## src/hw/core_params.svh

```systemverilog
`ifndef CORE_PARAMS_SVH
`define CORE_PARAMS_SVH

// Interleaving and datapath widths
`define NTI 4
`define NADC 8
`define NPI 9
`define NOUT 4

// PRBS checker counter width
`define NCNT 32

// PRBS7 feedback taps, in bit positions back
`define PRBS_TAP_A 7
`define PRBS_TAP_B 6

`endif
```

## src/hw/core_pkg.sv

```systemverilog
`include "core_params.svh"

package core_pkg;

    // Raw lane word, sign high means positive
    typedef struct packed {
        logic             sign;
        logic [`NADC-1:0] mag;
    } adc_word_t;

    typedef logic signed [`NADC-1:0] sample_t;

    typedef logic [`NOUT-1:0][`NPI-1:0] pi_ctl_t;

    typedef struct packed {
        sample_t [`NTI-1:0] lane_offset;
        pi_ctl_t            pi_offset;
        // All ones is unity gain
        pi_ctl_t            pi_scale;
        logic [2:0]         kp_shift;
        logic               cdr_en;
    } core_cfg_t;

endpackage

```

## src/hw/digital_core.sv

```systemverilog
`timescale 1ns/1ps
`include "core_params.svh"

module digital_core (
    input  logic                           clk_adc,
    input  logic                           reset_i,
    input  core_pkg::adc_word_t [`NTI-1:0] adc_i,
    input  core_pkg::core_cfg_t            cfg_i,
    output core_pkg::pi_ctl_t              pi_ctl_o,
    output logic [`NCNT-1:0]               prbs_correct_o,
    output logic [`NCNT-1:0]               prbs_total_o
);
    import core_pkg::*;

    sample_t [`NTI-1:0] samples;
    logic [`NPI-1:0]    pi_code;

    // Unfold and de-offset each lane
    genvar k;
    generate
        for (k = 0; k < `NTI; k++) begin : g_lane
            adc_unfold u_unfold (
                .clk_adc  (clk_adc),
                .reset_i  (reset_i),
                .adc_i    (adc_i[k]),
                .offset_i (cfg_i.lane_offset[k]),
                .sample_o (samples[k])
            );
        end
    endgenerate

    mm_cdr u_cdr (
        .clk_adc    (clk_adc),
        .reset_i    (reset_i),
        .samples_i  (samples),
        .kp_shift_i (cfg_i.kp_shift),
        .cdr_en_i   (cfg_i.cdr_en),
        .pi_code_o  (pi_code)
    );

    pi_scaler u_scaler (
        .clk_adc     (clk_adc),
        .reset_i     (reset_i),
        .pi_code_i   (pi_code),
        .pi_offset_i (cfg_i.pi_offset),
        .pi_scale_i  (cfg_i.pi_scale),
        .pi_ctl_o    (pi_ctl_o)
    );

    // PRBS check on raw lane decisions
    prbs_checker u_prbs (
        .clk_adc   (clk_adc),
        .reset_i   (reset_i),
        .samples_i (samples),
        .correct_o (prbs_correct_o),
        .total_o   (prbs_total_o)
    );

endmodule

```

## src/hw/prbs_checker.sv

```systemverilog
`timescale 1ns/1ps
`include "core_params.svh"

module prbs_checker (
    input  logic                         clk_adc,
    input  logic                         reset_i,
    input  core_pkg::sample_t [`NTI-1:0] samples_i,
    output logic [`NCNT-1:0]             correct_o,
    output logic [`NCNT-1:0]             total_o
);

    localparam int HIST   = `PRBS_TAP_A;
    localparam int FILL_W = $clog2(HIST + 1);

    logic [`NTI-1:0]      dec_q;
    logic                 dec_vld_q;
    logic [HIST-1:0]      hist_q;
    logic [FILL_W-1:0]    fill_q;
    logic [FILL_W-1:0]    fill_d;
    logic [`NTI+HIST-1:0] stream;
    logic [`NCNT-1:0]     n_correct;
    logic [`NCNT-1:0]     n_total;

    // Decision is 1 for zero or positive samples
    always_ff @(posedge clk_adc) begin
        if (reset_i) begin
            dec_q     <= '0;
            dec_vld_q <= 1'b0;
        end else begin
            for (int i = 0; i < `NTI; i++) begin
                dec_q[i] <= ~samples_i[i][`NADC-1];
            end
            dec_vld_q <= 1'b1;
        end
    end

    // Oldest history bit at index 0, lane 0 right after the history
    assign stream = {dec_q, hist_q};

    always_comb begin
        n_correct = '0;
        n_total   = '0;
        for (int i = 0; i < `NTI; i++) begin
            // Only bits with a full history behind them
            if (int'(fill_q) + i >= HIST) begin
                n_total = n_total + 1'b1;
                if (stream[HIST+i] ==
                    (stream[HIST+i-`PRBS_TAP_A] ^ stream[HIST+i-`PRBS_TAP_B])) begin
                    n_correct = n_correct + 1'b1;
                end
            end
        end
    end

    assign fill_d = (int'(fill_q) + `NTI >= HIST) ? FILL_W'(HIST) : fill_q + FILL_W'(`NTI);

    always_ff @(posedge clk_adc) begin
        if (reset_i) begin
            hist_q    <= '0;
            fill_q    <= '0;
            correct_o <= '0;
            total_o   <= '0;
        end else if (dec_vld_q) begin
            hist_q    <= stream[`NTI+HIST-1:`NTI];
            fill_q    <= fill_d;
            correct_o <= correct_o + n_correct;
            total_o   <= total_o + n_total;
        end
    end

    a_correct_le_total: assert property (@(posedge clk_adc) disable iff (reset_i)
        correct_o <= total_o);

endmodule

```

## src/hw/pi_scaler.sv

```systemverilog
`timescale 1ns/1ps
`include "core_params.svh"

module pi_scaler (
    input  logic              clk_adc,
    input  logic              reset_i,
    input  logic [`NPI-1:0]   pi_code_i,
    input  core_pkg::pi_ctl_t pi_offset_i,
    input  core_pkg::pi_ctl_t pi_scale_i,
    output core_pkg::pi_ctl_t pi_ctl_o
);
    import core_pkg::*;

    logic [`NOUT-1:0][`NPI-1:0]   code_sum;
    logic [`NOUT-1:0][2*`NPI-1:0] product;
    pi_ctl_t                      ctl_d;

    genvar j;
    generate
        for (j = 0; j < `NOUT; j++) begin : g_out
            assign code_sum[j] = pi_code_i + pi_offset_i[j];
            assign product[j]  = code_sum[j] * pi_scale_i[j];
            assign ctl_d[j]    = product[j][2*`NPI-1:`NPI];

            // Full-scale gain lands within one LSB of the summed code
            a_unity_gain: assert property (@(posedge clk_adc) disable iff (reset_i)
                (pi_scale_i[j] == '1) |=>
                (pi_ctl_o[j] == $past(code_sum[j] -
                    {{(`NPI-1){1'b0}}, (code_sum[j] != '0)})));
        end
    endgenerate

    always_ff @(posedge clk_adc) begin
        if (reset_i) begin
            pi_ctl_o <= '0;
        end else begin
            pi_ctl_o <= ctl_d;
        end
    end

endmodule

```

## src/hw/mm_cdr.sv

```systemverilog
`timescale 1ns/1ps
`include "core_params.svh"

module mm_cdr (
    input  logic                         clk_adc,
    input  logic                         reset_i,
    input  core_pkg::sample_t [`NTI-1:0] samples_i,
    input  logic [2:0]                   kp_shift_i,
    input  logic                         cdr_en_i,
    output logic [`NPI-1:0]              pi_code_o
);
    import core_pkg::*;

    // Headroom for the sum of NTI pair terms
    localparam int ERR_W = `NADC + 4;

    sample_t                 last_q;
    logic signed [ERR_W-1:0] err_sum;
    logic signed [ERR_W-1:0] pd_err_q;
    logic signed [ERR_W-1:0] err_shifted;

    // One Mueller-Muller pair term, zero counts as positive
    function automatic logic signed [ERR_W-1:0] mm_term(
        input sample_t prev,
        input sample_t cur
    );
        logic signed [ERR_W-1:0] p;
        logic signed [ERR_W-1:0] c;
        p = {{(ERR_W-`NADC){prev[`NADC-1]}}, prev};
        c = {{(ERR_W-`NADC){cur[`NADC-1]}}, cur};
        mm_term = (prev[`NADC-1] ? -c : c) - (cur[`NADC-1] ? -p : p);
    endfunction

    // Lane 0 pairs with the last lane of the previous word
    always_comb begin
        err_sum = mm_term(last_q, samples_i[0]);
        for (int i = 1; i < `NTI; i++) begin
            err_sum = err_sum + mm_term(samples_i[i-1], samples_i[i]);
        end
    end

    always_ff @(posedge clk_adc) begin
        if (reset_i) begin
            last_q   <= '0;
            pd_err_q <= '0;
        end else begin
            last_q   <= samples_i[`NTI-1];
            pd_err_q <= err_sum;
        end
    end

    assign err_shifted = pd_err_q >>> kp_shift_i;

    // Accumulator wraps with the interpolator code
    always_ff @(posedge clk_adc) begin
        if (reset_i) begin
            pi_code_o <= '0;
        end else if (cdr_en_i) begin
            pi_code_o <= pi_code_o + err_shifted[`NPI-1:0];
        end
    end

    a_hold_when_disabled: assert property (@(posedge clk_adc) disable iff (reset_i)
        !cdr_en_i |=> $stable(pi_code_o));

endmodule

```

## src/hw/adc_unfold.sv

```systemverilog
`timescale 1ns/1ps
`include "core_params.svh"

module adc_unfold (
    input  logic                clk_adc,
    input  logic                reset_i,
    input  core_pkg::adc_word_t adc_i,
    input  core_pkg::sample_t   offset_i,
    output core_pkg::sample_t   sample_o
);
    import core_pkg::*;

    localparam int W = `NADC + 2;
    localparam logic signed [W-1:0] LIM_HI = 2 ** (`NADC - 1) - 1;
    localparam logic signed [W-1:0] LIM_LO = -LIM_HI;

    logic signed [W-1:0] folded;
    logic signed [W-1:0] offset_ext;
    logic signed [W-1:0] diff;
    sample_t             sample_d;

    assign folded     = adc_i.sign ? $signed({2'b00, adc_i.mag}) : -$signed({2'b00, adc_i.mag});
    assign offset_ext = {{2{offset_i[`NADC-1]}}, offset_i};
    assign diff       = folded - offset_ext;

    // Symmetric clip keeps the code balanced around zero
    always_comb begin
        if (diff > LIM_HI) begin
            sample_d = LIM_HI[`NADC-1:0];
        end else if (diff < LIM_LO) begin
            sample_d = LIM_LO[`NADC-1:0];
        end else begin
            sample_d = diff[`NADC-1:0];
        end
    end

    always_ff @(posedge clk_adc) begin
        if (reset_i) begin
            sample_o <= '0;
        end else begin
            sample_o <= sample_d;
        end
    end

    a_no_min_code: assert property (@(posedge clk_adc) disable iff (reset_i)
        sample_o != {1'b1, {(`NADC-1){1'b0}}});

endmodule

```

## config.mk

```make
export PLATFORM = sky130hd
export DESIGN_NAME = digital_core
export DESIGN_NICKNAME = d
export VERILOG_FILES = /design/src/hw/core_pkg.sv /design/src/hw/digital_core.sv /design/src/hw/prbs_checker.sv /design/src/hw/pi_scaler.sv /design/src/hw/mm_cdr.sv /design/src/hw/adc_unfold.sv
export VERILOG_INCLUDE_DIRS = /design/src /design/src/hw
export SDC_FILE = /design/constraint.sdc
export NUM_CORES = 1
export LEC_CHECK = 0
export ABC_AREA = 1
export BUFFER_PORTS_ARGS = -buffer_cell sky130_fd_sc_hd__buf_2
export CORE_AREA = 2 2 271 273
export CTS_BUF_LIST = sky130_fd_sc_hd__clkbuf_8
export DETAILED_ROUTE_END_ITERATION = 8
export DIE_AREA = 0 0 273 275
export PLACE_DENSITY = 0.57
export SLEW_MARGIN = 20
export SYNTH_ARGS = -nofsm -noshare
export SYNTH_HDL_FRONTEND = slang
export SYNTH_HIERARCHICAL = 1
export SYNTH_SLANG_ARGS = --single-unit
```

## constraint.sdc

```tcl
create_clock -name clk_adc -period 7.3 [get_ports clk_adc]
set_input_delay 1.095 -clock clk_adc [delete_from_list [all_inputs] [get_ports clk_adc]]
set_output_delay 1.095 -clock clk_adc [all_outputs]
set_load 0.05 [all_outputs]
```

==> results of run 1 <==
-- worst paths after layout --
check / slack, ps / depth (start not counted) / start / end
max reg2reg: 1580 / 22 / u_cdr/pi_code_o[0] / u_scaler/pi_ctl_o[8]
min reg2reg: 470 / 2 / g_lane[3].u_unfold/sample_o[2] / u_cdr/last_q[2]
min: 470 / 2 / g_lane[3].u_unfold/sample_o[2] / u_cdr/last_q[2]
max: 1580 / 22 / u_cdr/pi_code_o[0] / u_scaler/pi_ctl_o[8]
-- per-layer routing --
layer  track usage [%]  vias up
li1                  -    12470
met2             31.66      483
met5                 0        -
met4             5.306        8
met3             3.238       86
met1             24.03    10870
-- kinds of logic (layout without fill, tap and decap cells) --
logic type,after synthesis,after routing
buffers and inverters,832,1066
adder cells (fa/ha/maj),516,516
multiplexers,4,4
XOR/XNOR,86,86
AND/OR/NAND/NOR,1848,1848
flip-flops,175,175
other,1,7
AO/OA/AOI/OAI,424,424
-- registers in the layout, summed over array words and instances, names as in the netlist --
register	count
u_prbs/total_o	32
u_prbs/dec_vld_q	1
u_prbs/fill_q	2
g_lane.u_unfold/sample_o	32
u_cdr/last_q	8
u_scaler/pi_ctl_o	36
u_cdr/pd_err_q	12
u_prbs/correct_o	32
u_cdr/pi_code_o	9
u_prbs/dec_q	4
u_prbs/hist_q	7
-- stage by stage --
step           worst slack [ps]  hold slack, ps  utilization [%]
2_1_floorplan              1673           425.1                -
3_3_place_gp               1224           443.4            39.69
3_5_place_dp               1187           450.1            39.69
4_1_cts                    1673           467.4            40.29
5_1_grt                    1250           507.9            40.30
6_report                   1584           465.1            40.31
-- worst min-delay path: stages (launching register included) --
cell,delay (ps)
dfxtp_1,320
inv_1,90
nor2_1,40
-- cells in the final DEF (no fill, tap or decap), types with 4 or more instances in the layout --
cell type / netlist / routed
buf_4: 13 / 7
nand3_1: 239 / 239
o21bai_1: 19 / 19
a21oi_2: 9 / 9
o21a_1: 4 / 4
nor2_2: 13 / 13
or2_2: 6 / 6
nand4_1: 24 / 24
nor2_1: 506 / 506
nand2_4: 15 / 15
nor2_4: 12 / 12
buf_2: 6 / 244
inv_6: 0 / 4
nor3_1: 30 / 30
o21ai_1: 5 / 5
clkbuf_8: 0 / 18
mux2i_1: 4 / 4
clkinv_8: 0 / 6
inv_4: 5 / 5
inv_2: 36 / 37
xor2_1: 51 / 51
fa_1: 272 / 272
ha_1: 244 / 244
diode_2: 0 / 4
a31oi_1: 15 / 15
nand3_2: 24 / 24
dfxtp_1: 175 / 175
nand2_1: 856 / 856
a21o_1: 7 / 7
nor4_1: 10 / 10
nand3b_1: 27 / 27
inv_1: 741 / 740
a21oi_1: 161 / 161
xnor2_1: 35 / 35
o21ai_0: 179 / 179
nand2_2: 76 / 76
o31ai_1: 10 / 10
-- final cells by class --
type	instances	area [um^2]	share of cell area, %
multi-input cells	2881	19780	67.85
flip-flops and latches	175	3503	12.02
inverters	783	2952	10.12
repair buffers	251	1274	4.369
well taps	959	1200	4.115
clock buffers	18	247.7	0.8497
clock inverters	14	187.7	0.6437
diodes	4	10.01	0.03433
==> flow_summary.toml, run 1 <==
[sta]
worst_pin_slew_ps = 909.8
min_period_over_period_pct = 78.31
hold_viol_final = 0
rsz0062_at_grt = "no"
post-route-min-period_ps = 5716
timing.fmax_mhz = 174.9
setup_violations = 0
fin_skew_ps = 28.50
maxSlewHeadroom_pct = 39.26
fin_tns_setup_ps = 0
slew_viol_final = 0

[synthesis]
syn_area_per_cell_um2 = 6.818
synthSimpleGateAreaFrac_pct = 30.68
yosys_warnings = 6
seq_area_frac_synth_pct = 13.22
synth-edff-count = 0
synth_top_area_share_pct = 20.55
ys.flop_type = "dfxtp_1"
ys_top_cells_by_count = "856 x nand2_1, 741 x inv_1, 506 x nor2_1, 272 x fa_1, 244 x ha_1"
synth-seq-cells = 175
yosysMostFrequentCell = "nand2_1"
synth_top_family_by_area = "adder cells"
synth_area_um2 = 26490
synth_compound_area_share_pct = 8.879
synthCells = 3886
postSynth.asyncResetShare_pct = 0
synth.distinct_cells = 56
netlist.top_cell.by_area = "fa_1"
synth_fa_ha_area_share_pct = 32.08
synth_xor_area_share_pct = 2.843
synth_mux_area_share_pct = 0.1511
yosys-top-cells-area = "fa_1 21%, dfxtp_1 13%, nand2_1 12%"

[routing]
wl_met2_mm = 31.70
wl_met1_mm = 31.87
finalWirelength_mm = 68.42
avgViaCountPerCell = 4.705
top_layer = "met5"
drt_pre_antenna_iters = 7
antenna_left = 0
drc_errors = 0
wl_per_cell_um = 13.45
vias = 23930
dr.first_iter.drc_count = 1213
wl_met3_mm = 3.287

[grt]
antenna_found_initial = 5
grt_pass1_wl_mm = 113.3
grt_overflow = 0
grt_pass1_vias = 23280
grt_max_degree = 52
grt_usage_pct = 18.55

[floorplanning]
die_area_um2 = 75080
num_io_pins = 246
rows = 99
fp.dieH_um = 275
core_area_um2 = 72340
start_util_pct = 36.62
die_w_um = 273

[outcome]
status = "complete, no violations"

[cells_and_area]
design_area_um2 = 29160
finalNonFillerCells = 5085
area_growth_pct = 10.05
drive_above_1_share_pct = 12.06
finalNetCount = 4771
fillers = 7754

[setup_path]
cp.required_ps = 7770
cpMaxStageDelayCell = "dfxtp_1"
critPathMaxFanout = 6
path_buf_inv = 3
slowest_delay_ps = 660
critPathKind = "reg -> reg"
cp-start-kind = "register"
crit_chain = "ha_1, inv_1, fa_1, nand3b_1, nand2_1, nand2_1, a31oi_2, nand2_1, nand2_2, nor2_1, fa_1, fa_1, fa_1, inv_1, fa_1, inv_1, ha_1, nand2_1, o21ai_0, a21oi_1, a21oi_1, nor2_1"
cpMostUsedCell = "fa_1"
critical-path-top-delay-family = "adder cells"
cp-end-kind = "register"
arrival_ps = 6190

[placed_design]
gp_congestion = 0.8920
postPlaceCellArea_um2 = 28710
dp_hpwl_mm = 57.52
dpl.cell_count = 5049
placement.io_buffers = 245

[clock_network]
tritoncts = "done"
cts_buffers = 17
cts.repair.resized = 0
htreeDepth = 4
cts-root-buf = "clkbuf_8"
ctsHoldBuffers = 0
path_clk_slew_ps = 120
cts_sinks = 175
clk_latency_ps = 580
clockBufferDepth = 2
post-cts-setup-buffers = 0

[job]
max_cap_violations = 0

[worst_hold_path]
hp-class = "reg -> reg"
Power of run 1 is not shown: default switching activity piles up to over one toggle a cycle in this logic, so the estimate is an artifact.
==> run 2: changes to the inputs <==
--- a/config.mk
+++ b/config.mk
@@ -12,7 +12,7 @@
 export CTS_BUF_LIST = sky130_fd_sc_hd__clkbuf_8
 export DETAILED_ROUTE_END_ITERATION = 8
 export DIE_AREA = 0 0 273 275
-export PLACE_DENSITY = 0.57
+export PLACE_DENSITY = 0.59
 export SLEW_MARGIN = 20
 export SYNTH_ARGS = -nofsm -noshare
 export SYNTH_HDL_FRONTEND = slang
==> constraint.sdc (replaced) <==
create_clock -name clk_adc -period 5.2 [get_ports clk_adc]
set_input_delay 0.78 -clock clk_adc [delete_from_list [all_inputs] [get_ports clk_adc]]
set_output_delay 0.78 -clock clk_adc [all_outputs]
set_load 0.05 [all_outputs]
==> flow_summary.toml, run 2 (synthesized netlist as in run 1, its figures left out) <==
[outcome]
status = "finished with violations"
violations = "negative setup slack"

[floorplanning]
rows = 99
start_util_pct = 36.62
die_area_um2 = 75080
fp.dieH_um = 275
num_io_pins = 246
core_area_um2 = 72340
die_w_um = 273

[sta]
setup_violations = 4
min_period_over_period_pct = 101.2
fin_skew_ps = 31.70
fin_ws_ps = -64.69
post-route-min-period_ps = 5265
rsz0062_at_grt = "yes"
timing.fmax_mhz = 189.9
slew_viol_final = 0
maxSlewHeadroom_pct = 38.19
hold_viol_final = 0
worst_pin_slew_ps = 925.8
fin_tns_setup_ps = -148.5

[setup_path]
ff2ff_path_depth = 25
arrival_ps = 5750
cpMaxStageDelayCell = "fa_1"
cp-start-kind = "register"
critPathMaxFanout = 6
slowest_delay_ps = 520
reg2reg_from = "u_cdr/pi_code_o[0]"
critPathKind = "reg -> reg"
r2r_setup_slack_ps = -60
r2r_end = "u_scaler/pi_ctl_o[16]"
cpMostUsedCell = "fa_1"
cp-end-kind = "register"
cp.required_ps = 5680

[cells_and_area]
mostFrequentLayoutCells = "790 x nand2_1, 697 x inv_1, 468 x nor2_1"
largest-register = "u_scaler/pi_ctl_o"
finalNonFillerCells = 5318
final_common_cell = "nand2_1"
drive_above_1_share_pct = 24.03
finalNetCount = 5006
area_growth_pct = 23.79
largest_reg_flops = 36
fin_util_pct = 45.34

[routing]
wl_per_cell_um = 13.74
avgViaCountPerCell = 4.722
antenna_left = 0
drt_pre_antenna_iters = 5
vias = 25110
finalWirelength_mm = 73.06
dr.first_iter.drc_count = 1339
drc_errors = 0

[grt]
grtUsageMet3_pct = 2.845
top_usage_layer = "met2"
grt_usage_pct = 19.63
antenna_found_initial = 6
grt_pass1_vias = 24960
grt_util_met1_pct = 25.22
use_met2_pct = 34.28
grt_overflow = 0
grt_pass1_wl_mm = 120.3
grt_max_degree = 52

[clock_network]
tritoncts = "done"
clockBufferDepth = 2
htreeDepth = 4
cts_buffers = 17
cts_sinks = 175
cts-root-buf = "clkbuf_8"
path_clk_slew_ps = 110
clk_latency_ps = 570

[placed_design]
dpl.cell_count = 5263
dp_hpwl_mm = 60.44
placement.io_buffers = 245
gp_congestion = 0.9324
dp_slack_ps = -457.1

[worst_hold_path]
holdPathEnd = "u_cdr/last_q[1]"
holdPathStages = 2
min_from = "g_lane[3].u_unfold/sample_o[1]"
hp-class = "reg -> reg"

[job]
max_cap_violations = 0
run 2: layer usage:
metal,up-vias,part of all wire [%]
li1,12950,-
met1,11610,45
met2,464,49
met3,83,4.4
met4,4,2.0
met5,-,0.037
run 2: area by class of cell:
type / count / area [um^2]
inverters: 783 / 2954
multi-input cells: 2881 / 21520
well taps: 959 / 1200
clock inverters: 15 / 225.2
flip-flops and latches: 175 / 3516
repair buffers: 486 / 3141
diodes: 2 / 5.005
clock buffers: 17 / 234.0
fillers: 7542 / 39540
run 2: worst max-delay path by stage:
stage,startpoint,end,slack [ps],depth (start not counted)
finish,u_cdr/pi_code_o[0],u_scaler/pi_ctl_o[16],-60,25
CTS,u_cdr/pi_code_o[0],u_scaler/pi_ctl_o[16],-50,24
floorplan,cfg_i[67],u_scaler/pi_ctl_o[35],0.6,25
global placement,cfg_i[49],u_scaler/pi_ctl_o[15],-410,25
global route,u_cdr/pi_code_o[0],u_scaler/pi_ctl_o[16],-310,24
detailed placement,cfg_i[49],u_scaler/pi_ctl_o[15],-460,25
run 2: what timing repair did:
item	4_1_cts	5_1_grt
hold buffers	0	0
buffers inserted	2	19
setup endpoints to repair	36	41
gates resized for setup	48	342
hold endpoints to repair	0	0
pin swaps	20	215
run 2: metrics by stage:
step / cell area [um^2] / hold slack (ps)
floorplan: 26790 / 425.1
global placement: 30630 / 434.2
detailed placement: 30630 / 438.3
CTS: 31290 / 451.9
global route: 32800 / 484.8
finish: 32800 / 454.0
run 2: worst max-delay path, delay by kind of cell, from the launching register on:
kind / cells / cell delay (ps)
buffers and inverters: 5 / 530
AOI/OAI and AO/OA: 2 / 300
DFF: 1 / 450
and+or+nand+nor: 11 / 1260
adders and majority gates: 7 / 2620
Power of run 2 is left out for the same reason.
==> run 3: changes to the inputs <==
--- a/config.mk
+++ b/config.mk
@@ -12,7 +12,7 @@
 export CTS_BUF_LIST = sky130_fd_sc_hd__clkbuf_8
 export DETAILED_ROUTE_END_ITERATION = 8
 export DIE_AREA = 0 0 273 275
-export PLACE_DENSITY = 0.59
+export PLACE_DENSITY = 0.57
 export SLEW_MARGIN = 20
 export SYNTH_ARGS = -nofsm -noshare
 export SYNTH_HDL_FRONTEND = slang
==> constraint.sdc (replaced) <==
create_clock -name clk_adc -period 6.5 [get_ports clk_adc]
set_input_delay 0.975 -clock clk_adc [delete_from_list [all_inputs] [get_ports clk_adc]]
set_output_delay 0.975 -clock clk_adc [all_outputs]
set_load 0.05 [all_outputs]
==> flow_summary.toml, run 3 (synthesized netlist as in run 1, its figures left out) <==
[outcome]
status = "complete, no violations"

[setup_path]
r2r_end = "u_scaler/pi_ctl_o[8]"
ff2ff_path_depth = 22
r2r_setup_slack_ps = 720
cp.required_ps = 6980
arrival_ps = 6260
critPathMaxFanout = 6
cp-end-kind = "register"
cp-start-kind = "register"
reg2reg_from = "u_cdr/pi_code_o[0]"
critPathKind = "reg -> reg"

[cells_and_area]
area_growth_pct = 10.22
largest-register = "u_scaler/pi_ctl_o"
drive_above_1_share_pct = 12.16
mostFrequentLayoutCells = "856 x nand2_1, 740 x inv_1, 506 x nor2_1"
final_common_cell = "nand2_1"
finalNetCount = 4776
largest_reg_flops = 36

[sta]
maxSlewHeadroom_pct = 42.32
fin_tns_setup_ps = 0
setup_violations = 0
post-route-min-period_ps = 5780
worst_pin_slew_ps = 863.9
hold_viol_final = 0
slew_viol_final = 0
rsz0062_at_grt = "no"
fin_skew_ps = 17.28
min_period_over_period_pct = 88.92
timing.fmax_mhz = 173.0

[routing]
avgViaCountPerCell = 4.731
drc_errors = 0
dr.first_iter.drc_count = 1312
drt_pre_antenna_iters = 5
finalWirelength_mm = 68.85
wl_per_cell_um = 13.53
vias = 24080
antenna_left = 0

[grt]
grt_pass1_wl_mm = 114.4
grt_overflow = 0
grt_pass1_vias = 23430
grt_max_degree = 52
grt_usage_pct = 18.68
antenna_found_initial = 6

[floorplanning]
start_util_pct = 36.62
rows = 99
num_io_pins = 246
core_area_um2 = 72340
fp.dieH_um = 275
die_w_um = 273
die_area_um2 = 75080

[placed_design]
dp_hpwl_mm = 57.94
placement.io_buffers = 245
gp_congestion = 0.9016

[worst_hold_path]
min_from = "g_lane[3].u_unfold/sample_o[1]"
holdPathEnd = "u_cdr/last_q[1]"
holdPathStages = 2
hp-class = "reg -> reg"

[clock_network]
path_clk_slew_ps = 110
cts.repair.resized = 0
tritoncts = "done"
cts_buffers = 17
cts_sinks = 175
post-cts-setup-buffers = 0
htreeDepth = 4
ctsHoldBuffers = 0
clockBufferDepth = 2
cts-root-buf = "clkbuf_8"
clk_latency_ps = 580

[job]
max_cap_violations = 0
==> run 3: layer usage <==
metal / up-vias / track usage [%] / routed length (um)
met5: - / 0 / 34
met1: 11010 / 24.41 / 32380
met3: 75 / 2.522 / 2750
met4: 6 / 5.565 / 1530
li1: 12500 / - / -
met2: 490 / 32.08 / 32150
==> run 3: worst max-delay path by stage <==
stage / slack [ps] / from / cells after the start / endpoint
5_1_grt: 310 / u_cdr/pi_code_o[0] / 23 / u_scaler/pi_ctl_o[8]
2_1_floorplan: 990 / cfg_i[49] / 26 / u_scaler/pi_ctl_o[17]
4_1_cts: 760 / u_cdr/pi_code_o[0] / 22 / u_scaler/pi_ctl_o[8]
3_3_place_gp: 510 / cfg_i[49] / 26 / u_scaler/pi_ctl_o[17]
6_report: 720 / u_cdr/pi_code_o[0] / 22 / u_scaler/pi_ctl_o[8]
3_5_place_dp: 460 / cfg_i[40] / 23 / u_scaler/pi_ctl_o[8]
==> run 3: per-stage QoR <==
step | setup WS (ps) | util, % | hold WS (ps) | instance area, um^2 | std cells
after floorplan | 992.6 | - | 425.1 | 26500 | 3888
after global placement | 511.3 | 39.74 | 440.9 | 28750 | 5054
after detailed placement | 464.5 | 39.74 | 440.0 | 28750 | 5054
after CTS | 758.0 | 40.35 | 457.3 | 29190 | 5086
after global routing | 309.7 | 40.36 | 484.9 | 29200 | 5089
final | 719.9 | 40.36 | 452.7 | 29200 | 5090
==> run 3: cell type report <==
class | count | area [um^2]
Tap cell | 959 | 1200
Sequential cell | 175 | 3503
Clock inverter | 14 | 192.7
Clock buffer | 18 | 247.7
Multi-Input combinational cell | 2881 | 19780
Timing Repair Buffer | 256 | 1311
Fill cell | 7791 | 43140
Inverter | 783 | 2952
Antenna cell | 4 | 10.01
==> run 3: critical path, cell delays in order, from the launching register on <==
cell and delay (ps):
dfxtp_1 650, ha_1 300, inv_1 70, fa_1 390
nand3b_1 200, nand2_1 110, nand2_1 90, a31oi_2 150
nand2_1 170, nand2_2 160, nor2_1 70, fa_1 560
fa_1 440, fa_1 550, inv_1 50, fa_1 530
inv_1 40, ha_1 360, nand2_1 140, o21ai_0 290
a21oi_1 140, a21oi_1 170, nor2_1 60
Power of run 3 is left out for the same reason.
